File: config.mk
export PLATFORM = sky130hd
export DESIGN_NAME = msrh_l2_req_arb_flat
export DESIGN_NICKNAME = d
export VERILOG_FILES = /design/src/verilog/riscv_pkg.sv /design/src/verilog/msrh_lsu_pkg.sv /design/src/verilog/msrh_l2_if.sv /design/src/verilog/msrh_l2_req_arb.sv /design/src/flat_wrapper.sv
export VERILOG_INCLUDE_DIRS = /design/src /design/src/verilog
export SDC_FILE = /design/constraint.sdc
export NUM_CORES = 1
export LEC_CHECK = 0
export ABC_AREA = 1
export BUFFER_PORTS_ARGS = -buffer_cell sky130_fd_sc_hd__buf_2
export CORE_AREA = 2 2 250 252
export DETAILED_ROUTE_END_ITERATION = 8
export DIE_AREA = 0 0 252 254
export GPL_ROUTABILITY_DRIVEN = 1
export PLACE_DENSITY = 0.3
export SLEW_MARGIN = 20
export SYNTH_ARGS = -nofsm -noshare
export SYNTH_HDL_FRONTEND = slang
export SYNTH_SLANG_ARGS = --single-unit
File: constraint.sdc
create_clock -name vclk -period 1
set_clock_uncertainty 0.2 [all_clocks]
set_input_delay 0 -clock vclk [all_inputs]
set_output_delay 0 -clock vclk [all_outputs]
set_load 0.02 [all_outputs]
File: src/verilog/msrh_defs.svh
// shared width, depth and address constants for the L2 port
// covers address and line widths, tag and source id widths,
// RAM window, RAM read latency and FIFO depth
`ifndef MSRH_DEFS_SVH
`define MSRH_DEFS_SVH

// address and line geometry
`define MSRH_PADDR_W 32
`define MSRH_L2_DATA_W 64
`define MSRH_L2_BE_W (`MSRH_L2_DATA_W / 8)

// request identification
`define MSRH_L2_CMD_TAG_W 4
`define MSRH_L2_SRC_W 2

// behavioral RAM window and timing
`define MSRH_L2_RAM_BASE 32'h8000_0000
`define MSRH_L2_RAM_WORDS 256
`define MSRH_L2_RD_LAT 4

// request FIFO between arbiter and RAM
`define MSRH_L2_FIFO_DEPTH 2

`endif

File: src/verilog/riscv_pkg.sv
// architectural types shared by the L2 port
// physical address type
`include "msrh_defs.svh"

package riscv_pkg;

  // one physical address word
  typedef logic [`MSRH_PADDR_W-1:0] paddr_t;

endpackage

File: src/verilog/msrh_lsu_pkg.sv
// L2 port types
// command encoding, requester source id,
// request and response payload structs
`include "msrh_defs.svh"

package msrh_lsu_pkg;

  typedef enum logic [1:0] {
    M_XRD = 2'd0,
    M_XWR = 2'd1
  } mem_cmd_t;

  // encoding order is also the arbitration priority
  typedef enum logic [`MSRH_L2_SRC_W-1:0] {
    SRC_L1D = 2'd0,
    SRC_PTW = 2'd1,
    SRC_IC  = 2'd2,
    SRC_ELF = 2'd3
  } l2_src_t;

  typedef struct packed {
    mem_cmd_t                        cmd;
    riscv_pkg::paddr_t               addr;
    l2_src_t                         src;
    logic [`MSRH_L2_CMD_TAG_W-1:0]   tag;
    logic [`MSRH_L2_DATA_W-1:0]      data;
    logic [`MSRH_L2_BE_W-1:0]        byte_en;
  } l2_req_t;

  // the tag is the requester's own, src picks the return port
  typedef struct packed {
    l2_src_t                         src;
    logic [`MSRH_L2_CMD_TAG_W-1:0]   tag;
    logic [`MSRH_L2_DATA_W-1:0]      data;
  } l2_resp_t;

endpackage

File: src/verilog/msrh_l2_if.sv
// L2 channel bundle
// one request and one response valid/ready channel,
// with master, slave and monitor views
`timescale 1ns/1ps
`include "msrh_defs.svh"

interface msrh_l2_if;

  logic                   req_valid;
  logic                   req_ready;
  msrh_lsu_pkg::l2_req_t  req;

  logic                   resp_valid;
  logic                   resp_ready;
  msrh_lsu_pkg::l2_resp_t resp;

  modport master (
    output req_valid, req, resp_ready,
    input  req_ready, resp_valid, resp
  );

  modport slave (
    input  req_valid, req, resp_ready,
    output req_ready, resp_valid, resp
  );

  modport monitor (
    input req_valid, req_ready, req,
    input resp_valid, resp_ready, resp
  );

endinterface

File: src/verilog/msrh_l2_req_arb.sv
// fixed-priority L2 request arbiter
// L1D over PTW over IC over ELF, one grant per cycle,
// the granted request is tagged with its source id
`timescale 1ns/1ps
`include "msrh_defs.svh"

module msrh_l2_req_arb (
  input  logic                                i_clk,
  input  logic                                i_msrh_reset_n,

  input  logic                                i_l1d_req_valid,
  input  msrh_lsu_pkg::mem_cmd_t              i_l1d_req_cmd,
  input  riscv_pkg::paddr_t                   i_l1d_req_addr,
  input  logic [`MSRH_L2_CMD_TAG_W-1:0]       i_l1d_req_tag,
  input  logic [`MSRH_L2_DATA_W-1:0]          i_l1d_req_data,
  input  logic [`MSRH_L2_BE_W-1:0]            i_l1d_req_byte_en,
  output logic                                o_l1d_req_ready,

  input  logic                                i_ptw_req_valid,
  input  msrh_lsu_pkg::mem_cmd_t              i_ptw_req_cmd,
  input  riscv_pkg::paddr_t                   i_ptw_req_addr,
  input  logic [`MSRH_L2_CMD_TAG_W-1:0]       i_ptw_req_tag,
  input  logic [`MSRH_L2_DATA_W-1:0]          i_ptw_req_data,
  input  logic [`MSRH_L2_BE_W-1:0]            i_ptw_req_byte_en,
  output logic                                o_ptw_req_ready,

  input  logic                                i_ic_req_valid,
  input  msrh_lsu_pkg::mem_cmd_t              i_ic_req_cmd,
  input  riscv_pkg::paddr_t                   i_ic_req_addr,
  input  logic [`MSRH_L2_CMD_TAG_W-1:0]       i_ic_req_tag,
  input  logic [`MSRH_L2_DATA_W-1:0]          i_ic_req_data,
  input  logic [`MSRH_L2_BE_W-1:0]            i_ic_req_byte_en,
  output logic                                o_ic_req_ready,

  input  logic                                i_elf_req_valid,
  input  msrh_lsu_pkg::mem_cmd_t              i_elf_req_cmd,
  input  riscv_pkg::paddr_t                   i_elf_req_addr,
  input  logic [`MSRH_L2_CMD_TAG_W-1:0]       i_elf_req_tag,
  input  logic [`MSRH_L2_DATA_W-1:0]          i_elf_req_data,
  input  logic [`MSRH_L2_BE_W-1:0]            i_elf_req_byte_en,
  output logic                                o_elf_req_ready,

  msrh_l2_if.master                           o_arb
);

  import riscv_pkg::*;
  import msrh_lsu_pkg::*;

  // ports gathered by source id, index 0 is the highest priority
  logic [3:0]                    w_valid;
  mem_cmd_t                      w_cmd     [4];
  paddr_t                        w_addr    [4];
  logic [`MSRH_L2_CMD_TAG_W-1:0] w_tag     [4];
  logic [`MSRH_L2_DATA_W-1:0]    w_data    [4];
  logic [`MSRH_L2_BE_W-1:0]      w_byte_en [4];
  l2_src_t                       w_sel;
  logic [3:0]                    w_ready;

  assign w_valid   = {i_elf_req_valid, i_ic_req_valid, i_ptw_req_valid, i_l1d_req_valid};
  assign w_cmd     = '{i_l1d_req_cmd, i_ptw_req_cmd, i_ic_req_cmd, i_elf_req_cmd};
  assign w_addr    = '{i_l1d_req_addr, i_ptw_req_addr, i_ic_req_addr, i_elf_req_addr};
  assign w_tag     = '{i_l1d_req_tag, i_ptw_req_tag, i_ic_req_tag, i_elf_req_tag};
  assign w_data    = '{i_l1d_req_data, i_ptw_req_data, i_ic_req_data, i_elf_req_data};
  assign w_byte_en = '{i_l1d_req_byte_en, i_ptw_req_byte_en,
                       i_ic_req_byte_en, i_elf_req_byte_en};

  // ELF is the default grant, a lower index overrides it
  always_comb begin
    w_sel = SRC_ELF;
    for (int i = 2; i >= 0; i--) begin
      if (w_valid[i]) begin
        w_sel = l2_src_t'(i);
      end
    end
  end

  assign o_arb.req_valid = |w_valid;
  assign o_arb.req = '{cmd:     w_cmd[w_sel],
                       addr:    w_addr[w_sel],
                       src:     w_sel,
                       tag:     w_tag[w_sel],
                       data:    w_data[w_sel],
                       byte_en: w_byte_en[w_sel]};
  // nothing returns on this hop
  assign o_arb.resp_ready = 1'b1;

  // only the granted port sees the FIFO space
  assign w_ready         = o_arb.req_ready ? (4'b0001 << w_sel) : 4'b0000;
  assign o_l1d_req_ready = w_ready[0];
  assign o_ptw_req_ready = w_ready[1];
  assign o_ic_req_ready  = w_ready[2];
  assign o_elf_req_ready = w_ready[3];

  // at most one ready, and with requests pending it goes to a requesting
  // port that no higher-priority request overrides
  a_ready_onehot : assert property (@(posedge i_clk) disable iff (i_msrh_reset_n)
      $onehot0({o_l1d_req_ready, o_ptw_req_ready, o_ic_req_ready, o_elf_req_ready}) &&
      ((w_ready == 4'b0000) || (w_valid == 4'b0000) ||
       ($onehot(w_ready & w_valid) &&
        ((w_valid & (w_ready - 4'b0001)) == 4'b0000))));

endmodule

File: src/flat_wrapper.sv
// flat-port wrapper written by rule: the top's interface ports become plain ports
module msrh_l2_req_arb_flat import riscv_pkg::*; import msrh_lsu_pkg::*;
  (i_clk, i_msrh_reset_n, i_l1d_req_valid, i_l1d_req_cmd, i_l1d_req_addr, i_l1d_req_tag, i_l1d_req_data, i_l1d_req_byte_en, o_l1d_req_ready, i_ptw_req_valid, i_ptw_req_cmd, i_ptw_req_addr, i_ptw_req_tag, i_ptw_req_data, i_ptw_req_byte_en, o_ptw_req_ready, i_ic_req_valid, i_ic_req_cmd, i_ic_req_addr, i_ic_req_tag, i_ic_req_data, i_ic_req_byte_en, o_ic_req_ready, i_elf_req_valid, i_elf_req_cmd, i_elf_req_addr, i_elf_req_tag, i_elf_req_data, i_elf_req_byte_en, o_elf_req_ready, o_arb_req_valid, o_arb_req, o_arb_resp_ready, o_arb_req_ready, o_arb_resp_valid, o_arb_resp);
  msrh_l2_if o_arb_i ();
  input  logic i_clk;
  input  logic i_msrh_reset_n;
  input  logic i_l1d_req_valid;
  input  msrh_lsu_pkg::mem_cmd_t i_l1d_req_cmd;
  input  riscv_pkg::paddr_t i_l1d_req_addr;
  input  logic [`MSRH_L2_CMD_TAG_W-1:0] i_l1d_req_tag;
  input  logic [`MSRH_L2_DATA_W-1:0] i_l1d_req_data;
  input  logic [`MSRH_L2_BE_W-1:0] i_l1d_req_byte_en;
  output logic o_l1d_req_ready;
  input  logic i_ptw_req_valid;
  input  msrh_lsu_pkg::mem_cmd_t i_ptw_req_cmd;
  input  riscv_pkg::paddr_t i_ptw_req_addr;
  input  logic [`MSRH_L2_CMD_TAG_W-1:0] i_ptw_req_tag;
  input  logic [`MSRH_L2_DATA_W-1:0] i_ptw_req_data;
  input  logic [`MSRH_L2_BE_W-1:0] i_ptw_req_byte_en;
  output logic o_ptw_req_ready;
  input  logic i_ic_req_valid;
  input  msrh_lsu_pkg::mem_cmd_t i_ic_req_cmd;
  input  riscv_pkg::paddr_t i_ic_req_addr;
  input  logic [`MSRH_L2_CMD_TAG_W-1:0] i_ic_req_tag;
  input  logic [`MSRH_L2_DATA_W-1:0] i_ic_req_data;
  input  logic [`MSRH_L2_BE_W-1:0] i_ic_req_byte_en;
  output logic o_ic_req_ready;
  input  logic i_elf_req_valid;
  input  msrh_lsu_pkg::mem_cmd_t i_elf_req_cmd;
  input  riscv_pkg::paddr_t i_elf_req_addr;
  input  logic [`MSRH_L2_CMD_TAG_W-1:0] i_elf_req_tag;
  input  logic [`MSRH_L2_DATA_W-1:0] i_elf_req_data;
  input  logic [`MSRH_L2_BE_W-1:0] i_elf_req_byte_en;
  output logic o_elf_req_ready;
  output wire logic [$bits(o_arb_i.req_valid)-1:0] o_arb_req_valid;
  output wire logic [$bits(o_arb_i.req)-1:0] o_arb_req;
  output wire logic [$bits(o_arb_i.resp_ready)-1:0] o_arb_resp_ready;
  input wire logic [$bits(o_arb_i.req_ready)-1:0] o_arb_req_ready;
  input wire logic [$bits(o_arb_i.resp_valid)-1:0] o_arb_resp_valid;
  input wire logic [$bits(o_arb_i.resp)-1:0] o_arb_resp;
  assign o_arb_req_valid = o_arb_i.req_valid;
  assign o_arb_req = o_arb_i.req;
  assign o_arb_resp_ready = o_arb_i.resp_ready;
  assign o_arb_i.req_ready = o_arb_req_ready;
  assign o_arb_i.resp_valid = o_arb_resp_valid;
  assign o_arb_i.resp = o_arb_resp;
  msrh_l2_req_arb u_core (.i_clk(i_clk), .i_msrh_reset_n(i_msrh_reset_n), .i_l1d_req_valid(i_l1d_req_valid), .i_l1d_req_cmd(i_l1d_req_cmd), .i_l1d_req_addr(i_l1d_req_addr), .i_l1d_req_tag(i_l1d_req_tag), .i_l1d_req_data(i_l1d_req_data), .i_l1d_req_byte_en(i_l1d_req_byte_en), .o_l1d_req_ready(o_l1d_req_ready), .i_ptw_req_valid(i_ptw_req_valid), .i_ptw_req_cmd(i_ptw_req_cmd), .i_ptw_req_addr(i_ptw_req_addr), .i_ptw_req_tag(i_ptw_req_tag), .i_ptw_req_data(i_ptw_req_data), .i_ptw_req_byte_en(i_ptw_req_byte_en), .o_ptw_req_ready(o_ptw_req_ready), .i_ic_req_valid(i_ic_req_valid), .i_ic_req_cmd(i_ic_req_cmd), .i_ic_req_addr(i_ic_req_addr), .i_ic_req_tag(i_ic_req_tag), .i_ic_req_data(i_ic_req_data), .i_ic_req_byte_en(i_ic_req_byte_en), .o_ic_req_ready(o_ic_req_ready), .i_elf_req_valid(i_elf_req_valid), .i_elf_req_cmd(i_elf_req_cmd), .i_elf_req_addr(i_elf_req_addr), .i_elf_req_tag(i_elf_req_tag), .i_elf_req_data(i_elf_req_data), .i_elf_req_byte_en(i_elf_req_byte_en), .o_elf_req_ready(o_elf_req_ready), .o_arb(o_arb_i));
endmodule
==> summary.txt <==
Final layout
  – Layout cells sized above 1: 0.521
  – Area of the multi-input gates: roughly 0.0047 mm^2
  – Design Area, Final: 0.0114 mm^2
  – Clock buf count: 0
  – Commonest non-fill, non-tap cells in the layout: buf_2 (467), nor2_1 (210), nand2_1 (206), nand3_1 (186), nand2_2 (127)
  – Fill cell count: 7167
  – Finished Layout Cells: 2496
  – FF+latch count: 0
  – Synthesis-to-finish area growth: 131%
  – Register Area: 0 um^2
  – Final net count: approximately 2200
  – Final core utilization: 0.187
  – Commonest non-fill, non-tap cell in the layout: buf_2

Power
  – Clock Power Share: 0
  – Max VDD drop: approximately 230 uV
  – Leak: 0.00602 uW
  – Combinational share of power: 1.000
  – Switching part of the total: 0.519
  – Internal Power: 2860 uW
  – Seq pwr share: 0
  – P_sw: 3090 uW
  – PD cells: 520 mW/mm^2

STA
  – Final setup vio count: 115
  – Setup TNS: -36.93 ns
  – Post-route worst setup slack: -0.407 ns
  – Slew Viols, Final: 0
  – RSZ-0062 raised after global routing: yes
  – Fin. Hold Viols: 0
  – Fmax: 711 MHz
  – Period utilisation layout: 1.41
  – Minimum clock period: 1.41 ns

Die
  – I/O pin cnt: 636
  – Die area: between 0.06 and 0.07 mm^2
  – Core area: 0.0613 mm^2
  – Initial core utilization: 0.0809
  – # rows: 91
  – Die Height: 254 um
  – Width of the die: between 200 and 300 um

Placed design
  – Dpl cell area: 0.00970 mm^2
  – Post-Place Cells: 2459
  – I/O Buffers: approximately 560
  – Place WS: -0.498 ns
  – HPWL Detailed: 30500 um
  – GPL Wtd Cong: 0.873

Route
  – WL final: 41900 um
  – Average routed wire per standard cell: approximately 17 um
  – Via count: 9286
  – DRT Pass-1 Iters: 5
  – Remaining DRCs: 0
  – Final ANT Viol Nets: 0
  – Via density: 3.72
  – DRT iter0 DRCs: 508

Critical path
  – Crit-path cells: buf_8, nor2_4, buf_6, buf_12, buf_12, nand3_1, nand2_1, inv_1, nand2_2, buf_4
  – Critical path type: input port to primary output
  – CP endpoint kind: primary output
  – Critical Path Slowest Stage Cell: buf_6
  – CP arrival: 1.21 ns
  – CP peak stage delay: roughly 0.17 ns
  – CP Max Fanout: 23
  – CP Data Required Time: 0.80 ns
  – Critical Path Start Type: input port
  – Most numerous cell on the critical path: buf_12

Hold path
  – HP Start: i_elf_req_valid
  – WHS Path Cells: 4
  – Hold Crit Endpoint: o_arb_req_valid
  – Hold Path Class: input port to primary output

Synthesis
  – Post-Syn Nets: ~1600
  – Sequential area share after synthesis: 0
  – Distinct cells, synth: 13
  – Synth warn: 0
  – Cell Area, Synth: roughly 0.005 mm^2
  – Mean area per synthesized cell: 4.49 um^2
  – Synthesized instance count: 1103

Run status
  – Violated checks: setup timing
  – Status: complete, but fails checks

Global routing
  – Grt total ovfl: 0
  – Largest net degree at the start of global routing: 49
  – First-pass GRT wire length: 53400 um
  – Tot GR Track Use: 0.107
  – Vias in the first global route: 9157
  – Initial antenna violation count: 3

Clocking
  – Cts hold-fix bufs: 0

Flow run
  – Max-cap violations: 0
[cell type report]
cell class                 instances  area share
multi-input combinational        891       0.408
antenna                            4    0.000875
inverter                         114      0.0388
timing repair buffer             697       0.466
tap                              790      0.0864
[cell usage after synthesis]
master / count / area, um^2
nand3b_1: 110 / 826
buf_1: 14 / 52.6
buf_4: 14 / 105
nor2_4: 1 / 11.3
inv_1: 114 / 428
buf_2: 49 / 245
clkbuf_1: 21 / 78.8
nand2_1: 335 / 1260
nor4_1: 1 / 6.26
nand3_1: 220 / 1100
nor3_1: 1 / 5.00
conb_1: 1 / 3.75
nor2_1: 222 / 833
[through the flow]
stage	total power (uW)	hold WS, ns
after detailed placement	4820	0.105
after global placement	4860	0.0998
final	5950	0.106
after CTS	5500	0.107
after global routing	6430	0.120
after floorplan	2570	-0.165
[cells by family after synthesis]
kind of cell,share of synthesized area
other,0.000757
and+or+nand+nor,0.816
buffers and inverters,0.184
[power groups by stage]
stage / registers, uW / clock network [uW] / logic [uW]
floorplan: 0 / 0 / 2570
global placement: 0 / 0 / 4860
detailed placement: 0 / 0 / 4820
CTS: 0 / 0 / 5500
global route: 0 / 0 / 6430
finish: 0 / 0.000536 / 5950
[layer usage]
layer | global-route usage | wire length [um] | vias to the layer above
met4 | 0.0186 | 885 | 0
met5 | 0 | 0 | -
met1 | 0.120 | 16900 | 4179
met2 | 0.206 | 20900 | 415
li1 | - | - | 4654
met3 | 0.0222 | 3220 | 38
[worst max-delay path by stage]
stage | end | slack, ns | depth (start not counted) | from
after CTS | o_arb_req[70] | -0.40 | 11 | i_l1d_req_valid
after global routing | o_arb_req[68] | -0.47 | 11 | i_ptw_req_valid
after floorplan | o_arb_req[100] | -0.03 | 8 | i_l1d_req_valid
after detailed placement | o_arb_req[66] | -0.50 | 9 | i_ptw_req_valid
after global placement | o_arb_req[110] | -0.48 | 8 | i_l1d_req_valid
final | o_arb_req[60] | -0.41 | 10 | i_ptw_req_valid
[what timing repair did]
item / CTS / global route
gates resized for setup: 186 / 138
setup endpoints to repair: 116 / 117
gates cloned: 7 / 15
pin swaps: 24 / 37
buffers inserted: 5 / 8
[worst max-delay path: cells and delay by family]
kind	cells	cell delay, ns
buffers and inverters	6	0.80
AND/OR/NAND/NOR	4	0.38
No activity file was read; power rests on OpenSTA's default activity.
