## src/verilog/msrh_defs.svh

```systemverilog
// shared width, depth and address constants for the L2 port
// covers address and line widths, tag and source id widths,
// RAM window, RAM read latency and FIFO depth
`ifndef MSRH_DEFS_SVH
`define MSRH_DEFS_SVH

// address and line geometry
`define MSRH_PADDR_W 32
`define MSRH_L2_DATA_W 64
`define MSRH_L2_BE_W (`MSRH_L2_DATA_W / 8)

// request identification
`define MSRH_L2_CMD_TAG_W 4
`define MSRH_L2_SRC_W 2

// behavioral RAM window and timing
`define MSRH_L2_RAM_BASE 32'h8000_0000
`define MSRH_L2_RAM_WORDS 256
`define MSRH_L2_RD_LAT 4

// request FIFO between arbiter and RAM
`define MSRH_L2_FIFO_DEPTH 2

`endif

```

## src/verilog/riscv_pkg.sv

```systemverilog
// architectural types shared by the L2 port
// physical address type
`include "msrh_defs.svh"

package riscv_pkg;

  // one physical address word
  typedef logic [`MSRH_PADDR_W-1:0] paddr_t;

endpackage

```

## src/verilog/msrh_lsu_pkg.sv

```systemverilog
// L2 port types
// command encoding, requester source id,
// request and response payload structs
`include "msrh_defs.svh"

package msrh_lsu_pkg;

  typedef enum logic [1:0] {
    M_XRD = 2'd0,
    M_XWR = 2'd1
  } mem_cmd_t;

  // encoding order is also the arbitration priority
  typedef enum logic [`MSRH_L2_SRC_W-1:0] {
    SRC_L1D = 2'd0,
    SRC_PTW = 2'd1,
    SRC_IC  = 2'd2,
    SRC_ELF = 2'd3
  } l2_src_t;

  typedef struct packed {
    mem_cmd_t                        cmd;
    riscv_pkg::paddr_t               addr;
    l2_src_t                         src;
    logic [`MSRH_L2_CMD_TAG_W-1:0]   tag;
    logic [`MSRH_L2_DATA_W-1:0]      data;
    logic [`MSRH_L2_BE_W-1:0]        byte_en;
  } l2_req_t;

  // the tag is the requester's own, src picks the return port
  typedef struct packed {
    l2_src_t                         src;
    logic [`MSRH_L2_CMD_TAG_W-1:0]   tag;
    logic [`MSRH_L2_DATA_W-1:0]      data;
  } l2_resp_t;

endpackage

```

## src/verilog/msrh_l2_fifo.sv

```systemverilog
// valid/ready FIFO with a payload type parameter
// circular buffer with pointers and an occupancy count
`timescale 1ns/1ps
`include "msrh_defs.svh"

module msrh_l2_fifo #(
  parameter type T     = msrh_lsu_pkg::l2_req_t,
  parameter int  DEPTH = `MSRH_L2_FIFO_DEPTH
) (
  input  logic i_clk,
  input  logic i_msrh_reset_n,

  input  logic i_push_valid,
  input  T     i_push_data,
  output logic o_push_ready,

  output logic o_pop_valid,
  output T     o_pop_data,
  input  logic i_pop_ready
);

  localparam int PTR_W = (DEPTH > 1) ? $clog2(DEPTH) : 1;
  localparam int CNT_W = $clog2(DEPTH + 1);

  T                 r_mem [DEPTH];
  logic [PTR_W-1:0] r_wr_ptr;
  logic [PTR_W-1:0] r_rd_ptr;
  logic [CNT_W-1:0] r_count;
  logic             w_push;
  logic             w_pop;

  // pointers wrap at DEPTH, which need not be a power of two
  function automatic logic [PTR_W-1:0] next_ptr(input logic [PTR_W-1:0] ptr);
    return (ptr == PTR_W'(DEPTH - 1)) ? '0 : ptr + 1'b1;
  endfunction

  assign w_push       = i_push_valid & o_push_ready;
  assign w_pop        = o_pop_valid & i_pop_ready;
  assign o_push_ready = r_count != CNT_W'(DEPTH);
  assign o_pop_valid  = r_count != '0;
  assign o_pop_data   = r_mem[r_rd_ptr];

  always_ff @(posedge i_clk) begin
    if (i_msrh_reset_n) begin
      r_wr_ptr <= '0;
      r_rd_ptr <= '0;
      r_count  <= '0;
    end else begin
      if (w_push) begin
        r_wr_ptr <= next_ptr(r_wr_ptr);
      end
      if (w_pop) begin
        r_rd_ptr <= next_ptr(r_rd_ptr);
      end
      case ({w_push, w_pop})
        2'b10:   r_count <= r_count + 1'b1;
        2'b01:   r_count <= r_count - 1'b1;
        default: r_count <= r_count;
      endcase
    end
  end

  always_ff @(posedge i_clk) begin
    if (w_push) begin
      r_mem[r_wr_ptr] <= i_push_data;
    end
  end

  // equal pointers mean the buffer is empty or full,
  // so a push never lands on an entry still waiting to pop
  a_no_push_full : assert property (@(posedge i_clk) disable iff (i_msrh_reset_n)
      (r_wr_ptr == r_rd_ptr) |-> (r_count == '0 || r_count == CNT_W'(DEPTH)));

endmodule

```

## config.mk

```make
export PLATFORM = sky130hd
export DESIGN_NAME = msrh_l2_fifo
export DESIGN_NICKNAME = d
export VERILOG_FILES = /design/src/verilog/riscv_pkg.sv /design/src/verilog/msrh_lsu_pkg.sv /design/src/verilog/msrh_l2_fifo.sv
export VERILOG_INCLUDE_DIRS = /design/src /design/src/verilog
export SDC_FILE = /design/constraint.sdc
export NUM_CORES = 1
export LEC_CHECK = 0
export BUFFER_PORTS_ARGS = -buffer_cell sky130_fd_sc_hd__buf_4
export CELL_PAD_IN_SITES_DETAIL_PLACEMENT = 1
export CELL_PAD_IN_SITES_GLOBAL_PLACEMENT = 2
export CORE_ASPECT_RATIO = 0.6
export CORE_MARGIN = 2
export CORE_UTILIZATION = 34
export CTS_CLUSTER_DIAMETER = 80
export CTS_CLUSTER_SIZE = 25
export DETAILED_ROUTE_END_ITERATION = 6
export PLACE_DENSITY_LB_ADDON = 0.3
export RECOVER_POWER = 100
export SYNTH_ARGS = -nofsm -noshare
export SYNTH_HDL_FRONTEND = slang
export SYNTH_SLANG_ARGS = --single-unit
```

## constraint.sdc

```tcl
create_clock -name i_clk -period 3.55 [get_ports i_clk]
set_input_delay 0.1775 -clock i_clk [delete_from_list [all_inputs] [get_ports i_clk]]
set_output_delay 0.1775 -clock i_clk [all_outputs]
set_load 0.05 [all_outputs]
```

==> results of run 1 <==
==> cell families (layout without fill, tap and decap cells) <==
kind of cell	Yosys count	after routing	share of synthesized area, %
buffers and inverters	13	370	1.011
AND/OR/NAND/NOR	9	9	0.5737
XOR/XNOR	3	3	0.3170
AO/OA/AOI/OAI	5	5	0.3924
multiplexers	112	112	15.21
adder cells (fa/ha/maj)	1	1	0.1509
flip-flops	229	229	82.34
==> Yosys cell counts, drive strengths merged (2+ instances only) <==
master  count
mux2      112
xnor2       2
nor2        3
a21oi       2
dfxtp       5
edfxtp    224
buf        12
==> sequential cells by signal (all words and copies together) (netlist names), named ones only <==
name      cells
r_mem       224
r_wr_ptr      1
r_rd_ptr      1
r_count       2
==> power groups by stage <==
stage	clock, mW	combinational [mW]	sequential (mW)
3_5_place_dp	0	3.65	3.63
4_1_cts	1.68	3.77	3.57
5_1_grt	1.76	3.52	3.61
2_1_floorplan	0	2.63	3.55
6_report	1.61	3.36	3.56
3_3_place_gp	0	3.61	3.60
==> final timing paths <==
kind               startpoint             end  slack, ns  depth (start not counted)
setup / recovery    flip-flop  o_pop_data[53]       0.66                          3
hold / removal    i_pop_ready       flip-flop       0.17                          4
setup reg to reg   r_count[0]   r_mem[1][110]       0.84                          3
hold reg to reg      r_rd_ptr       flip-flop       0.54                          2
==> per-layer routing <==
| metal | wire, µm | up-vias | GRT usage (%) |
|---|---|---|---|
| li1 | - | 2171 | - |
| met1 | 8322 | 2353 | 19.34 |
| met2 | 9571 | 141 | 25.49 |
| met3 | 1317 | 19 | 4.171 |
| met4 | 279 | 0 | 2.412 |
| met5 | 0 | - | 0 |
==> stage by stage <==
step	cells	cell area (µm²)	setup WS (ns)	util, %
floorplan	372	8295	0.4185	-
global placement	917	10430	1.493	43.34
detailed placement	917	10430	1.402	43.34
CTS	1051	11970	1.009	49.75
global route	1051	11450	0.4736	47.58
finish	1051	11450	0.6620	47.58
==> worst reg2reg max path, delay by kind of cell, from the launching register on <==
family | cells | cell delay (ns)
buf+inv | 1 | 0.56
simple gates | 2 | 1.36
flops | 1 | 0.43
==> final cells by class <==
cell class	instances	area, µm²	area share (%)
inverter	1	5.005	0.04373
clock inverter	3	58.81	0.5138
sequential	229	6830	59.67
tap	322	402.9	3.520
multi-input combinational	130	1380	12.06
timing repair buffer	349	2429	21.22
clock buffer	17	340.3	2.973
==> repair_timing <==
| item | 4_1_cts | 5_1_grt |
|---|---|---|
| hold buffers | 114 | 0 |
| hold endpoints to repair | 229 | 0 |
| setup buffers | 0 | 0 |
==> flow_summary.yaml, run 1 <==
worst_hold_path:
  worstHoldPathType: "input port to flip-flop"
timing:
  skew_ns: 0.02673
  rsz0062_at_grt: "false"
  tns_ns: 0
  whs_ns: 0.1656
  max_freq_mhz: 346.3
  setup_violations: 0
  worst_slew_pin_slew_ns: 1.394
  period_share_pct: 81.35
  maxSlewHeadroom_pct: 7.051
  finalCriticalPeriod_ns: 2.888
  finalHoldViolCount: 0
  drv_slew: 0
power:
  finalPower_mw: 8.542
  powerDensity_nw_per_um2: 746.3
  pwr-share-comb_pct: 39.4
  clockPowerShare_pct: 18.9
  peakVddDrop_mv: 0.5623
  p_switching_mw: 3.443
  switching_share_pct: 40.31
  pwr-share-seq_pct: 41.7
  internal-power_mw: 5.099
  p_leak_nw: 3.909
worst_setup_path:
  cp_slowest_cell: "clkbuf_2"
  worstPathRequired_ns: 3.37
  crit_path_max_incr_delay_ns: 0.73
  crit_chain: "clkbuf_2 > mux2_2 > clkbuf_1"
  path_buf_inv: 2
  worstSetupPathType: "flip-flop to output pin"
  crit_path_max_fanout: 34
  endpoint_kind: "output pin"
  crit_arrival_ns: 2.71
  crit_family: "buffers and inverters"
  startpoint_type: "flip-flop"
routing:
  first_iter_violations: 126
  vias: 4684
  wl_per_cell_um: 18.54
  drtPass1Iterations: 4
  ant_nets: 0
  via_per_inst: 4.457
  drc_errors: 0
  wl_um: 19490
grt:
  grt_pass1_vias: 5262
  overflow: 0
  grt_pass1_wl_um: 29740
  grt_max_degree: 60
  gr-usage-all-layers_pct: 14.94
  antenna_found_initial: 0
synthesis:
  ys_seq_area_share_pct: 82.34
  synth-seq-cells: 229
  synth_largest_area_cell: "edfxtp_1"
  syn_area_um2: 8290
  postSynth.asyncResetShare_pct: 0
  synth.avg_cell_area_um2: 22.29
  synthTopCellsByArea: "edfxtp_1, mux2_2, dfxtp_1, buf_4, buf_2"
  synthCells: 372
  synth_top_area_share_pct: 81.13
  synth-main-ff-cell: "edfxtp_1"
  synth_nets: 489
  synth.distinct_cells: 20
  yosysWarnings: 0
  synth_enable_flop_cells: 224
floorplanning:
  dieArea_um2: 25690
  fp-row-count: 44
  core-area_um2: 24060
  die_height_um: 125.0
  io_pins: 230
  dieWidth_um: 205.6
  start_util_pct: 34.46
status:
  outcome: "completed"
cts:
  tritoncts: "done"
  ctsHtreeMaxLevel: 1
  cts_buffer_depth: 3
  clock-sinks: 229
  clkLatencyLatePin_ns: 0.48
  cts_made_buffers: 13
  cts-root-buf: "clkbuf_16"
  cts_resized: 0
  path_clk_slew_ns: 0.10
placement:
  gp_congestion: 0.7332
  port_buffers: 229
  place_hpwl_um: 12060
layout:
  final_common_cell: "edfxtp_1"
  synthToLayoutAreaGrowth_pct: 38.06
  fillers: 2332
  layout-drive-gt1-share_pct: 30.18
  layout_common_cells: "edfxtp_1, clkbuf_1, dlygate4sd3_1, mux2_2, clkbuf_4"
  fin_nets: 841
  diodes: 0
job:
  drv_cap: 0
No activity file was read; power rests on OpenSTA's default activity.
==> run 2: changes to the inputs <==
==> constraint.sdc (replaced) <==
create_clock -name i_clk -period 2.3 [get_ports i_clk]
set_input_delay 0.115 -clock i_clk [delete_from_list [all_inputs] [get_ports i_clk]]
set_output_delay 0.115 -clock i_clk [all_outputs]
set_load 0.05 [all_outputs]
==> flow_summary.yaml, run 2 (synthesized netlist as in run 1, its figures left out) <==
grt:
  grt_pass1_vias: 5107
  grt_max_degree: 65
  overflow: 0
  antenna_found_initial: 2
  gr-usage-all-layers_pct: 14.45
  grt_pass1_wl_um: 28680
layout:
  top_regs: "r_mem (224), r_count (2)"
  final_common_cell: "edfxtp_1"
  largest_reg_flops: 224
  final_area_um2: 11640
  synthToLayoutAreaGrowth_pct: 40.37
  instances_no_fill: 1054
  layout_common_cells: "edfxtp_1, dlygate4sd3_1, mux2_2, clkbuf_4, clkbuf_2"
  regMostFlops: "r_mem"
  finish.utilization_pct: 48.37
  fin_nets: 843
  layout-drive-gt1-share_pct: 43.15
cts:
  path_clk_slew_ns: 0.10
  post_cts_buffers: 0
  cts-root-buf: "clkbuf_16"
  cts_resized: 0
  ctsHtreeMaxLevel: 1
  cts_made_buffers: 13
  cts_buffer_depth: 3
  clock-sinks: 229
  clkLatencyLatePin_ns: 0.48
  tritoncts: "done"
timing:
  period_share_pct: 90.69
  maxSlewHeadroom_pct: 39.98
  worst_slew_pin_slew_ns: 0.9003
  setup_violations: 0
  skew_ns: 0.02143
  whs_ns: 0.06247
  finalHoldViolCount: 0
  layout_setup_ws_ns: 0.2141
  finalCriticalPeriod_ns: 2.086
  drv_slew: 0
  max_freq_mhz: 479.4
  rsz0062_at_grt: "false"
floorplanning:
  core-area_um2: 24060
  dieWidth_um: 205.6
  io_pins: 230
  dieArea_um2: 25690
  fp-row-count: 44
  die_height_um: 125.0
  start_util_pct: 34.46
worst_setup_path:
  worstPathRequired_ns: 2.18
  path_buf_inv: 2
  endpoint_kind: "output pin"
  cp_slowest_cell: "clkbuf_4"
  crit_path_max_incr_delay_ns: 0.44
  crit_arrival_ns: 1.97
  crit_family: "buffers and inverters"
  worstSetupPathType: "flip-flop to output pin"
  startpoint_type: "flip-flop"
  crit_chain: "clkbuf_4 > mux2_2 > buf_4"
  crit_path_max_fanout: 32
power:
  p_leak_nw: 4.190
  peakVddDrop_mv: 0.5322
  powerDensity_nw_per_um2: 1142
worst_hold_path:
  worstHoldPathType: "input port to flip-flop"
routing:
  first_iter_violations: 170
  wl_um: 18910
  drtPass1Iterations: 4
  drc_errors: 0
  wl_per_cell_um: 17.94
  via_per_inst: 4.437
  ant_nets: 0
  vias: 4677
placement:
  gp_congestion: 0.7389
  place_hpwl_um: 12160
  port_buffers: 229
  placed_area_um2: 10510
  dp.cells: 919
  dp_slack_ns: 0.6261
status:
  outcome: "completed"
job:
  drv_cap: 0
run 2: cell count changes in the layout (fill, tap and decap cells not counted), sizes merged:
cell and change:
buf +22, diode +2, clkbuf -21, clkinv +1, bufinv -1
run 2: layer usage:
layer	share of wire, %	track usage (%)	vias to the layer above	wire (µm)
li1	-	-	2171	-
met1	44	18.85	2349	8326
met2	48	24.58	136	9092
met3	6.5	3.989	21	1225
met4	1.4	2.285	0	266
met5	0	0	-	0
run 2: layout make-up:
type / count / area, µm²
Antenna cell: 2 / 5.005
Clock buffer: 16 / 336.6
Clock inverter: 3 / 33.78
Fill cell: 2292 / 12420
Inverter: 1 / 5.005
Multi-Input combinational cell: 130 / 1384
Sequential cell: 229 / 6830
Tap cell: 322 / 402.9
Timing Repair Buffer: 351 / 2640
run 2: worst min-delay path, stage by stage:
cell and delay (ns):
buf_4 0.08, o21a_1 0.15, xnor2_1 0.08, nor2_1 0.09
run 2: per-stage QoR:
| step | setup TNS, ns | power (mW) |
|---|---|---|
| global placement | 0 | 11.23 |
| floorplan | -74.70 | 9.548 |
| global route | 0 | 13.84 |
| finish | 0 | 13.28 |
| CTS | 0 | 13.89 |
| detailed placement | 0 | 11.33 |
run 2: final timing paths:
kind / startpoint / end / slack (ns) / cells after the start
max: flip-flop / o_pop_data[30] / 0.21 / 3
min: i_pop_ready / flip-flop / 0.06 / 4
max reg2reg: r_count[0] / r_mem[1][101] / 0.30 / 3
min reg2reg: r_rd_ptr / flip-flop / 0.56 / 2
run 2: what timing repair did:
| item | CTS | global route |
|---|---|---|
| setup endpoints to repair | 0 | 0 |
| hold endpoints to repair | 229 | 0 |
| hold buffers | 114 | 0 |
run 2: power by group:
| group | switching (mW) | internal (mW) | total [mW] |
|---|---|---|---|
| sequential | 0.148 | 5.26 | 5.41 |
| combinational | 3.86 | 1.66 | 5.52 |
| clock | 1.29 | 1.07 | 2.36 |
==> run 3: changes to the inputs <==
--- a/config.mk
+++ b/config.mk
@@ -7,14 +7,16 @@
 export NUM_CORES = 1
 export LEC_CHECK = 0
 export BUFFER_PORTS_ARGS = -buffer_cell sky130_fd_sc_hd__buf_4
-export CELL_PAD_IN_SITES_DETAIL_PLACEMENT = 1
+export CELL_PAD_IN_SITES_DETAIL_PLACEMENT = 2
 export CELL_PAD_IN_SITES_GLOBAL_PLACEMENT = 2
 export CORE_ASPECT_RATIO = 0.6
 export CORE_MARGIN = 2
 export CORE_UTILIZATION = 34
+export CTS_BUF_LIST = sky130_fd_sc_hd__clkbuf_16
 export CTS_CLUSTER_DIAMETER = 80
 export CTS_CLUSTER_SIZE = 25
 export DETAILED_ROUTE_END_ITERATION = 6
+export HOLD_SLACK_MARGIN = 0.02
 export PLACE_DENSITY_LB_ADDON = 0.3
 export RECOVER_POWER = 100
 export SYNTH_ARGS = -nofsm -noshare
==> flow_summary.yaml, run 3 (synthesized netlist as in run 1, its figures left out) <==
worst_setup_path:
  endpoint_kind: "output pin"
  crit_arrival_ns: 1.88
  crit-reg2reg-capture: "r_mem[0][25]"
  worstSetupPathType: "flip-flop to output pin"
  crit_path_max_fanout: 51
  endpoint: "o_pop_data[42]"
  ff2ff_setup_slack_ns: 0.39
  worstPathRequired_ns: 2.18
  startpoint_type: "flip-flop"
  worst_r2r_path_depth: 4
  r2r-start: "r_count[0]"
grt:
  grt_max_degree: 65
  grt_pass1_wl_um: 33550
  overflow: 0
  gr-usage-all-layers_pct: 17.32
  grt_pass1_vias: 5460
  antenna_found_initial: 1
cts:
  path_clk_slew_ns: 0.10
  cts-root-buf: "clkbuf_16"
  tritoncts: "done"
  cts_buffer_depth: 3
  clkLatencyLatePin_ns: 0.48
  clock-sinks: 229
  post_cts_buffers: 0
  ctsHtreeMaxLevel: 1
  cts_made_buffers: 13
timing:
  period_share_pct: 86.57
  finalCriticalPeriod_ns: 1.991
  maxSlewHeadroom_pct: 55.58
  max_freq_mhz: 502.3
  tns_ns: 0
  rsz0062_at_grt: "false"
  drv_slew: 0
  worst_slew_pin_slew_ns: 0.6662
  skew_ns: 0.02167
  finalHoldViolCount: 0
  setup_violations: 0
routing:
  wirelength_met1_um: 9380
  wl_per_cell_um: 21.08
  met3_wirelength_um: 1363
  drtPass1Iterations: 4
  dr_wl_met2_um: 11160
  ant_nets: 0
  drc_errors: 0
  via_per_inst: 4.518
  top_layer: "met4"
  wl_um: 22200
  first_iter_violations: 175
  vias: 4757
placement:
  port_buffers: 229
  placed_area_um2: 10510
  dp.cells: 919
  place_hpwl_um: 13610
  gp_congestion: 0.7389
power:
  p_leak_nw: 4.135
  powerDensity_nw_per_um2: 1156
  peakVddDrop_mv: 0.6489
  finalPower_mw: 13.38
layout:
  synthToLayoutAreaGrowth_pct: 39.57
  seq_area_um2: 6830
  final_common_cell: "edfxtp_1"
  final_area_um2: 11570
  layout-drive-gt1-share_pct: 39.04
  regMostFlops: "r_mem"
  top_regs: "r_mem (224), r_count (2)"
  instances_no_fill: 1053
  fillers: 2244
  multi_input_area_um2: 1385
  largest_reg_flops: 224
  layout_common_cells: "edfxtp_1, dlygate4sd3_1, mux2_2, clkbuf_2, clkbuf_1"
  fin_nets: 843
floorplanning:
  io_pins: 230
  fp-row-count: 44
  start_util_pct: 34.46
  dieWidth_um: 205.6
  dieArea_um2: 25690
  die_height_um: 125.0
  core-area_um2: 24060
status:
  outcome: "completed"
job:
  drv_cap: 0
worst_hold_path:
  worstHoldPathType: "input port to flip-flop"
-- run 3: routing by layer --
| metal | track usage, % | vias to the layer above |
|---|---|---|
| li1 | - | 2172 |
| met1 | 22.28 | 2419 |
| met2 | 30.44 | 145 |
| met3 | 4.041 | 21 |
| met4 | 2.539 | 0 |
| met5 | 0 | - |
-- run 3: worst min-delay path by stage --
stage,start,end,depth (start not counted)
2_1_floorplan,i_msrh_reset_n,r_count[0],1
3_3_place_gp,i_push_data[31],r_mem[0][31],1
3_5_place_dp,i_push_data[111],r_mem[0][111],1
4_1_cts,i_pop_ready,flip-flop,4
5_1_grt,i_pop_ready,r_rd_ptr,4
6_report,i_pop_ready,flip-flop,4
-- run 3: area by class of cell --
class / instances / area share [%]
sequential: 229 / 59.03
timing repair buffer: 351 / 22.18
multi-input combinational: 130 / 11.97
tap: 322 / 3.482
clock buffer: 13 / 2.811
clock inverter: 6 / 0.4650
inverter: 1 / 0.04325
antenna: 1 / 0.02163
-- run 3: what timing repair did --
item | CTS | global route
endpoints found under the hold margin | 229 | 0
gates resized for setup | 0 | 0
endpoints found under the setup margin | 0 | 0
hold buffers | 114 | 0
-- run 3: power breakdown --
part / internal [mW] / switching [mW] / leakage, nW
registers: 5.26 / 0.184 / 2.14
logic: 1.59 / 3.93 / 1.80
clock network: 1.07 / 1.35 / 0.197
total: 7.91 / 5.47 / 4.14
-- run 3: through the flow --
step / utilization (%) / hold slack (ns) / setup WS, ns
global placement: 43.70 / 0.3013 / 0.6655
global route: 48.10 / 0.09680 / 0.2076
detailed placement: 43.70 / 0.3037 / 0.6295
finish: 48.10 / 0.05942 / 0.3090
floorplan: - / 0.1800 / -0.4871
CTS: 50.02 / 0.05508 / 0.3134
-- run 3: worst max-delay path, stage by stage (launching register included) --
cell and delay [ns]:
dfxtp_4 0.42, buf_12 0.29, mux2_2 0.39, clkbuf_2 0.25
